## src/logic/bcfg_pkg.sv

```systemverilog
`default_nettype none

package bcfg_pkg;

    // address space codes, top nibble of the 16-bit address
    localparam logic [3:0] SPACE_GLOB = 4'd0;
    localparam logic [3:0] SPACE_IO   = 4'd1;   // anything else is unmapped

    // global register map
    localparam logic [11:0] REG_STATUS    = 12'd0;
    localparam logic [11:0] REG_TIMESTAMP = 12'd1;
    localparam logic [11:0] REG_SCRATCH   = 12'd2;

    localparam logic [15:0] BCFG_VERSION = 16'h0300;   // status[31:16]

    // connector banks J1 / J2
    localparam int IO1_WIDTH = 34;
    localparam int IO2_WIDTH = 40;
    localparam int IO1_BYTES = 5;   // valid byte indices on IO1
    localparam int IO2_BYTES = 5;   // valid byte indices on IO2

    // read bound applied after the access stage. the narrower bank is
    // zero-extended into the word, so its upper bytes read back as 0
    localparam int IO_BYTES_MAX = (IO1_BYTES > IO2_BYTES) ? IO1_BYTES : IO2_BYTES;

    localparam int ACC_W = IO2_WIDTH;   // access word, widest bank

    // global register view
    typedef struct packed {
        logic [3:0]  space_sel;
        logic [11:0] reg_index;
    } glob_addr_t;

    // connector byte view
    typedef struct packed {
        logic [3:0] space_sel;
        logic [2:0] rsvd_hi;
        logic       conn_sel;      // 0 = IO1, 1 = IO2
        logic [3:0] rsvd_lo;
        logic [3:0] byte_index;
    } io_addr_t;

    typedef union packed {
        glob_addr_t glob;
        io_addr_t   io;
    } reg_addr_u;

    typedef enum logic [1:0] {
        KIND_GLOB,
        KIND_IO,
        KIND_BAD
    } acc_kind_e;

    // host command
    typedef struct packed {
        logic        wr;
        logic [7:0]  tag;     // echoed back
        reg_addr_u   addr;
        logic [31:0] wdata;
    } cmd_t;

    // decoded command, stage 1 out
    typedef struct packed {
        logic        wr;
        logic [7:0]  tag;
        reg_addr_u   addr;
        logic [31:0] wdata;
        acc_kind_e   kind;
    } dec_t;

    // access result, stage 2 out
    typedef struct packed {
        logic [7:0]       tag;
        logic             wr;
        acc_kind_e        kind;
        logic [3:0]       byte_index;
        logic [ACC_W-1:0] word;    // global word or whole pin vector
    } acc_t;

    typedef struct packed {
        logic [7:0]  tag;
        logic        wr;
        logic        err;
        logic [31:0] rdata;
    } rsp_t;

endpackage

`default_nettype wire

```

## src/logic/bcfg_top.sv

```systemverilog
`timescale 1ns/1ps
`default_nettype none

module bcfg_top (
    input  wire logic                           sysclk,
    input  wire logic                           arst_n,
    input  wire logic                           cmd_valid,
    input  bcfg_pkg::cmd_t                      cmd,
    input  wire logic [3:0]                     board_id,
    input  wire logic                           is_v30,
    input  wire logic [bcfg_pkg::IO1_WIDTH-1:0] io1_in,    // J1 pins in
    input  wire logic [bcfg_pkg::IO2_WIDTH-1:0] io2_in,    // J2 pins in
    output logic                                rsp_valid,
    output bcfg_pkg::rsp_t                      rsp,
    output logic [bcfg_pkg::IO1_WIDTH-1:0]      io1_out,
    output logic [bcfg_pkg::IO1_WIDTH-1:0]      io1_oe,   // 1 = drive pin
    output logic [bcfg_pkg::IO2_WIDTH-1:0]      io2_out,
    output logic [bcfg_pkg::IO2_WIDTH-1:0]      io2_oe
);

    import bcfg_pkg::*;

    logic dec_valid;   // stage 1 -> 2
    dec_t dec;
    logic acc_valid;   // stage 2 -> 3
    acc_t acc;

    bus_cmd_decode i_bus_cmd_decode (
        .sysclk    (sysclk),
        .arst_n    (arst_n),
        .cmd_valid (cmd_valid),
        .cmd       (cmd),
        .dec_valid (dec_valid),
        .dec       (dec)
    );

    boot_config i_boot_config (
        .sysclk    (sysclk),
        .arst_n    (arst_n),
        .dec_valid (dec_valid),
        .dec       (dec),
        .board_id  (board_id),
        .is_v30    (is_v30),
        .io1_in    (io1_in),
        .io2_in    (io2_in),
        .acc_valid (acc_valid),
        .acc       (acc),
        .io1_out   (io1_out),
        .io1_oe    (io1_oe),
        .io2_out   (io2_out),
        .io2_oe    (io2_oe)
    );

    read_response i_read_response (
        .sysclk    (sysclk),
        .arst_n    (arst_n),
        .acc_valid (acc_valid),
        .acc       (acc),
        .rsp_valid (rsp_valid),
        .rsp       (rsp)
    );

endmodule

`default_nettype wire

```

## src/logic/boot_config.sv

```systemverilog
`timescale 1ns/1ps
`default_nettype none

module boot_config (
    input  wire logic                         sysclk,
    input  wire logic                         arst_n,
    input  wire logic                         dec_valid,
    input  bcfg_pkg::dec_t                    dec,
    input  wire logic [3:0]                   board_id,   // rotary switch
    input  wire logic                         is_v30,
    input  wire logic [bcfg_pkg::IO1_WIDTH-1:0] io1_in,
    input  wire logic [bcfg_pkg::IO2_WIDTH-1:0] io2_in,
    output logic                              acc_valid,
    output bcfg_pkg::acc_t                    acc,
    output logic [bcfg_pkg::IO1_WIDTH-1:0]    io1_out,
    output logic [bcfg_pkg::IO1_WIDTH-1:0]    io1_oe,
    output logic [bcfg_pkg::IO2_WIDTH-1:0]    io2_out,
    output logic [bcfg_pkg::IO2_WIDTH-1:0]    io2_oe
);

    import bcfg_pkg::*;

    logic [31:0]          timestamp;   // free-running
    logic [31:0]          scratch;
    logic [IO1_WIDTH-1:0] io1_meta, io1_sync;   // 2-flop syncs
    logic [IO2_WIDTH-1:0] io2_meta, io2_sync;

    logic                 wr_en;
    logic                 io1_wr, io2_wr;   // valid byte write per bank
    logic [ACC_W-1:0]     io1_out_nxt, io1_oe_nxt;
    logic [ACC_W-1:0]     io2_out_nxt, io2_oe_nxt;
    logic [ACC_W-1:0]     rd_word;

    // overwrite one byte lane of a bank-wide vector
    function automatic logic [ACC_W-1:0] byte_set(input logic [ACC_W-1:0] cur,
                                                  input logic [3:0]       idx,
                                                  input logic [7:0]       val);
        logic [ACC_W-1:0] res;
        res = cur;
        for (int b = 0; b < ACC_W / 8; b++) begin
            if (idx == 4'(b)) res[8*b +: 8] = val;
        end
        return res;
    endfunction

    assign wr_en  = dec_valid && dec.wr;
    assign io1_wr = wr_en && (dec.kind == KIND_IO) && !dec.addr.io.conn_sel
                    && (dec.addr.io.byte_index < 4'(IO1_BYTES));
    assign io2_wr = wr_en && (dec.kind == KIND_IO) && dec.addr.io.conn_sel
                    && (dec.addr.io.byte_index < 4'(IO2_BYTES));

    // wdata[7:0] -> out byte, wdata[15:8] -> oe byte
    always_comb begin
        io1_out_nxt = byte_set(ACC_W'(io1_out), dec.addr.io.byte_index, dec.wdata[7:0]);
        io1_oe_nxt  = byte_set(ACC_W'(io1_oe), dec.addr.io.byte_index, dec.wdata[15:8]);
        io2_out_nxt = byte_set(io2_out, dec.addr.io.byte_index, dec.wdata[7:0]);
        io2_oe_nxt  = byte_set(io2_oe, dec.addr.io.byte_index, dec.wdata[15:8]);
    end

    // read mux, value as seen at this edge
    always_comb begin
        rd_word = '0;
        if (dec.kind == KIND_GLOB) begin
            case (dec.addr.glob.reg_index)
                REG_STATUS:    rd_word = ACC_W'({BCFG_VERSION, 11'd0, is_v30, board_id});
                REG_TIMESTAMP: rd_word = ACC_W'(timestamp);
                REG_SCRATCH:   rd_word = ACC_W'(scratch);
                default:       rd_word = '0;
            endcase
        end else if (dec.kind == KIND_IO) begin
            rd_word = dec.addr.io.conn_sel ? io2_sync : ACC_W'(io1_sync);   // whole bank
        end
    end

    // pin synchronizers
    always_ff @(posedge sysclk) begin
        io1_meta <= io1_in;
        io1_sync <= io1_meta;
        io2_meta <= io2_in;
        io2_sync <= io2_meta;
    end

    // timestamp, a load wins over the increment
    always_ff @(posedge sysclk or negedge arst_n) begin
        if (!arst_n) begin
            timestamp <= '0;
        end else if (wr_en && dec.kind == KIND_GLOB
                     && dec.addr.glob.reg_index == REG_TIMESTAMP) begin
            timestamp <= dec.wdata;
        end else begin
            timestamp <= timestamp + 32'd1;
        end
    end

    // scratch and connector registers, all pins input after reset
    always_ff @(posedge sysclk or negedge arst_n) begin
        if (!arst_n) begin
            scratch <= '0;
            io1_out <= '0;
            io1_oe  <= '0;
            io2_out <= '0;
            io2_oe  <= '0;
        end else begin
            if (wr_en && dec.kind == KIND_GLOB && dec.addr.glob.reg_index == REG_SCRATCH)
                scratch <= dec.wdata;
            if (io1_wr) begin
                io1_out <= io1_out_nxt[IO1_WIDTH-1:0];   // upper bits dropped
                io1_oe  <= io1_oe_nxt[IO1_WIDTH-1:0];
            end
            if (io2_wr) begin
                io2_out <= io2_out_nxt;
                io2_oe  <= io2_oe_nxt;
            end
        end
    end

    always_ff @(posedge sysclk or negedge arst_n) begin
        if (!arst_n) acc_valid <= 1'b0;
        else         acc_valid <= dec_valid;
    end

    always_ff @(posedge sysclk) begin
        if (dec_valid) begin
            acc.tag        <= dec.tag;
            acc.wr         <= dec.wr;
            acc.kind       <= dec.kind;
            acc.byte_index <= dec.addr.io.byte_index;
            acc.word       <= rd_word;
        end
    end

endmodule

`default_nettype wire

```

## src/logic/bus_cmd_decode.sv

```systemverilog
`timescale 1ns/1ps
`default_nettype none

module bus_cmd_decode (
    input  wire logic           sysclk,
    input  wire logic           arst_n,
    input  wire logic           cmd_valid,   // one-cycle strobe from host link
    input  bcfg_pkg::cmd_t      cmd,
    output logic                dec_valid,
    output bcfg_pkg::dec_t      dec
);

    import bcfg_pkg::*;

    acc_kind_e kind_nxt;
    logic      glob_hit;   // index is one of the mapped globals

    // address check, only place validity is judged
    always_comb begin
        glob_hit = (cmd.addr.glob.reg_index == REG_STATUS)
                || (cmd.addr.glob.reg_index == REG_TIMESTAMP)
                || (cmd.addr.glob.reg_index == REG_SCRATCH);

        if (cmd.addr.glob.space_sel == SPACE_GLOB) begin
            kind_nxt = glob_hit ? KIND_GLOB : KIND_BAD;
        end else if (cmd.addr.glob.space_sel == SPACE_IO) begin
            kind_nxt = KIND_IO;   // byte range handled downstream
        end else begin
            kind_nxt = KIND_BAD;
        end
    end

    // strobe
    always_ff @(posedge sysclk or negedge arst_n) begin
        if (!arst_n) begin
            dec_valid <= 1'b0;
        end else begin
            dec_valid <= cmd_valid;
        end
    end

    // payload, only loaded on a strobe
    always_ff @(posedge sysclk) begin
        if (cmd_valid) begin
            dec.wr    <= cmd.wr;
            dec.tag   <= cmd.tag;
            dec.addr  <= cmd.addr;
            dec.wdata <= cmd.wdata;
            dec.kind  <= kind_nxt;
        end
    end

endmodule

`default_nettype wire

```

## src/logic/read_response.sv

```systemverilog
`timescale 1ns/1ps
`default_nettype none

module read_response (
    input  wire logic      sysclk,
    input  wire logic      arst_n,
    input  wire logic      acc_valid,
    input  bcfg_pkg::acc_t acc,
    output logic           rsp_valid,   // one-cycle strobe to host link
    output bcfg_pkg::rsp_t rsp
);

    import bcfg_pkg::*;

    logic [7:0]  io_byte;
    logic [31:0] rdata_nxt;

    // byte pick, indices past the bound fall through to 0
    always_comb begin
        io_byte = 8'd0;
        for (int b = 0; b < IO_BYTES_MAX; b++) begin
            if (acc.byte_index == 4'(b)) io_byte = acc.word[8*b +: 8];
        end
    end

    always_comb begin
        if (acc.wr) begin
            rdata_nxt = 32'd0;   // writes never return data
        end else begin
            case (acc.kind)
                KIND_GLOB: rdata_nxt = acc.word[31:0];
                KIND_IO:   rdata_nxt = {24'd0, io_byte};
                default:   rdata_nxt = 32'd0;   // unmapped
            endcase
        end
    end

    always_ff @(posedge sysclk or negedge arst_n) begin
        if (!arst_n) begin
            rsp_valid <= 1'b0;
        end else begin
            rsp_valid <= acc_valid;
        end
    end

    always_ff @(posedge sysclk) begin
        if (acc_valid) begin
            rsp.tag   <= acc.tag;
            rsp.wr    <= acc.wr;
            rsp.err   <= (acc.kind == KIND_BAD);
            rsp.rdata <= rdata_nxt;
        end
    end

endmodule

`default_nettype wire

```

## config.mk

```make
export PLATFORM = sky130hd
export DESIGN_NAME = bcfg_top
export DESIGN_NICKNAME = d
export VERILOG_FILES = /design/src/logic/bcfg_pkg.sv /design/src/logic/bcfg_top.sv /design/src/logic/boot_config.sv /design/src/logic/bus_cmd_decode.sv /design/src/logic/read_response.sv
export SDC_FILE = /design/constraint.sdc
export NUM_CORES = 1
export LEC_CHECK = 0
export BUFFER_PORTS_ARGS = -buffer_cell sky130_fd_sc_hd__buf_4
export CELL_PAD_IN_SITES_DETAIL_PLACEMENT = 1
export CELL_PAD_IN_SITES_GLOBAL_PLACEMENT = 1
export CORE_MARGIN = 2
export CORE_UTILIZATION = 49
export DETAILED_ROUTE_END_ITERATION = 10
export GPL_TIMING_DRIVEN = 0
export HOLD_SLACK_MARGIN = 0.06
export MAX_ROUTING_LAYER = met4
export PLACE_DENSITY_LB_ADDON = 0.1
export SETUP_SLACK_MARGIN = 0.3
export SLEW_MARGIN = 30
export SYNTH_ARGS = -nofsm -noshare
export SYNTH_HDL_FRONTEND = slang
export SYNTH_SLANG_ARGS = --single-unit
```

## constraint.sdc

```tcl
create_clock -name sysclk -period 5.63 [get_ports sysclk]
set_input_delay 0.563 -clock sysclk [delete_from_list [all_inputs] [get_ports sysclk]]
set_output_delay 0.563 -clock sysclk [all_outputs]
set_load 0.02 [all_outputs]
```

==> reports/qor.txt <==
Logic pwr share: 8.8%
number of gates resized after CTS: 0
clock slew at reported path FFs: 70 ps
io pins: 330
CP Max Fanout: 10
largest net degree at the start of global routing: 87
Post-route DRC: 0
gr usage total: 27.8%
# port buffers: 329
leading cell types in the layout, fill and taps excluded: 331 x buf_4, 213 x dfrtp_1, 178 x mux2_2
status: finished clean
WL/cell: 23.9 µm
post-DR vias/cell: 5.42
layout cells sized above 1: 37.8%
die area: 38400 µm²
P_sw: 2000 µW
Least-Margin Pin Slew: 889 ps
first-pass GRT wire length: 77300 µm
Final Max Tran Viols: 0
worst skew pair latency: 610 ps
final wirelength: 51500 µm
P&R area growth vs syn: 31.2%
Power Density: 353 nW/µm²
Post-synth EDFFs: 152
Hold Path Class: primary input to register
most common cell after layout, fill and taps aside: buf_4
GRT overflow: 0
fillers: 3385
register area share after synthesis: 71.5%
Gate Count Post-Synth: 1178
Crit Path Class: register to register
setup TNS: 0 ps
RSZ-0062 raised after global routing: no
H-Tree Depth: 2
DP Wirelength: 33500 µm
Final Hold Fails: 0
FMAX: 0.346 GHz
Reg power frac: 50.3%
Initial DRT Pass Iterations: 5
max cap viols: 0
initial antenna violation count: 3
CTS Sinks: 515
Main synth FF type: dfrtp_1
# hold bufs at CTS: 75
Internal: 6360 µW
Layout Skew: 22.6 ps
Post-synth ARST share: 41.7%
num rows: 70
root buffer cell: clkbuf_16
maximum vdd ir drop: 425 µV
clock buffer depth: 3
Final #Nets: 1780
CTS tree: done
Net Count, Synth: 1318
Critical Path RT: 6100 ps
average size of a mapped cell: 15.3 µm²
vias in the first global route: 12800
Mapped Area: 18000 µm²
Startpoint Class: register
Die Width: 196 µm
Slew HR: 40.5%
Clock Power Share: 40.9%
Yosys reg bits: 515
die height: 196 µm
Sw Share: 23.9%
antenna viol nets, final: 0
Post-CTS Setup Inserts: 0
number of library cell types mapped by synthesis: 61
placed cell area: 21200 µm²
CORE AREA: 36400 µm²
initial core utilization: 49.5%
fin area: 23700 µm²
Lkg Pwr: 0.0106 µW
via count: 11700
crit end category: register
DRT iter0 DRCs: 586
arrival time at the worst endpoint: 3360 ps
crit path time final: 2890 ps
Synth Warn #: 0
number of buffers created by CTS: 52
fin crit share: 51.3%
final setup vio count: 0
Pwr Total: 8360 µW
GPL Wtd Cong: 0.887
==> worst max-delay path: stages (launching register included) <==
cell      delay [ps]
edfxtp_1         450
and2b_1          390
nand4b_1         330
nor2_1           780
buf_2            430
mux2_2           380
==> path summary, 6_finish.rpt <==
check	from	end	slack, ps	cells past startpoint
setup reg to reg	i_bus_cmd_decode.dec[1]	i_boot_config.io1_oe[22]	2740	5
hold reg to reg	i_boot_config.io2_meta[38]	i_boot_config.io2_sync[38]	320	0
min in group asynchronous	arst_n	i_boot_config.io1_oe[3]	510	2
max in group asynchronous	arst_n	i_bus_cmd_decode.dec_valid	4290	3
hold / removal	cmd[23]	i_bus_cmd_decode.dec[25]	130	1
setup / recovery	i_bus_cmd_decode.dec[1]	i_boot_config.io1_oe[22]	2740	5
==> cells in the mapped netlist, types with 5 or more instances <==
cell type	instances	area share, %
xor2_1	5	0.24
edfxtp_1	152	25
nor4_1	6	0.21
nor3_1	7	0.19
o22ai_1	32	1.1
a31oi_1	17	0.59
inv_1	9	0.19
o31ai_1	7	0.29
clkbuf_1	44	0.92
a22oi_1	32	1.3
nand4_1	10	0.35
mux2_2	178	11
nand3_1	13	0.36
and2_1	24	0.83
dfxtp_1	148	16
a2111oi_0	6	0.29
xnor2_1	8	0.39
a2bb2oi_1	5	0.24
nand2b_1	13	0.45
and3_1	10	0.35
or3_1	6	0.21
o221ai_1	6	0.29
nor2_1	37	0.77
buf_2	23	0.64
a21oi_1	11	0.31
or4_1	12	0.50
dfrtp_1	215	30
mux2i_1	40	2.2
o21ai_0	19	0.53
nand2_1	32	0.67
==> kinds of logic after synthesis <==
kind of cell | Yosys count | synth area share [%]
fa+ha+maj | 1 | 0.0693
flops | 515 | 71.5
xor+xnor | 13 | 0.631
buf+inv | 85 | 2.12
compound gates | 142 | 5.29
mux | 222 | 13.7
simple gates | 200 | 6.65
==> power by group through the flow <==
| stage | sequential, µW | combinational, µW | clock [µW] |
|---|---|---|---|
| floorplan | 4350 | 205 | 0 |
| global placement | 4270 | 654 | 0 |
| detailed placement | 4270 | 687 | 0 |
| CTS | 4200 | 735 | 3440 |
| global route | 4230 | 782 | 3620 |
| finish | 4200 | 736 | 3420 |
==> routing by layer <==
metal	wire length [µm]	share of wire [%]	track usage [%]	up-vias
li1	-	-	-	5261
met1	20700	40	33.3	5973
met2	26300	51	46.8	359
met3	3150	6.1	6.22	86
met4	1430	2.8	9.18	0
met5	0	0	-	-
==> layout make-up <==
| type | instances | area, µm² | share of cell area, % |
|---|---|---|---|
| inverter | 9 | 33.8 | 0.143 |
| buffer | 76 | 350 | 1.48 |
| timing repair buffer | 408 | 3320 | 14.0 |
| clock inverter | 10 | 90.1 | 0.381 |
| multi-input combinational | 578 | 4760 | 20.1 |
| clock buffer | 87 | 1610 | 6.79 |
| antenna | 3 | 7.51 | 0.0317 |
| tap | 468 | 586 | 2.47 |
| sequential | 515 | 12900 | 54.5 |
==> through the flow <==
step                      std cells  util (%)  hold WS, ps  setup WS, ps
final                          2154      65.0          129          2740
after global routing           2154      65.0          116          2590
after CTS                      2151      64.9          111          2760
after detailed placement       1979      58.2          313          2800
after global placement         1975      57.9          311          1050
after floorplan                1178         -          267          2480
==> registers in the layout (all words and copies together) (netlist names), 40 cells and up <==
name / cells
i_boot_config.io2_meta: 40
i_boot_config.io2_sync: 40
i_boot_config.io2_out: 40
i_boot_config.io2_oe: 40
i_read_response.rsp: 42
i_bus_cmd_decode.dec: 55
i_boot_config.acc: 55
No activity file was read; power rests on OpenSTA's default activity.
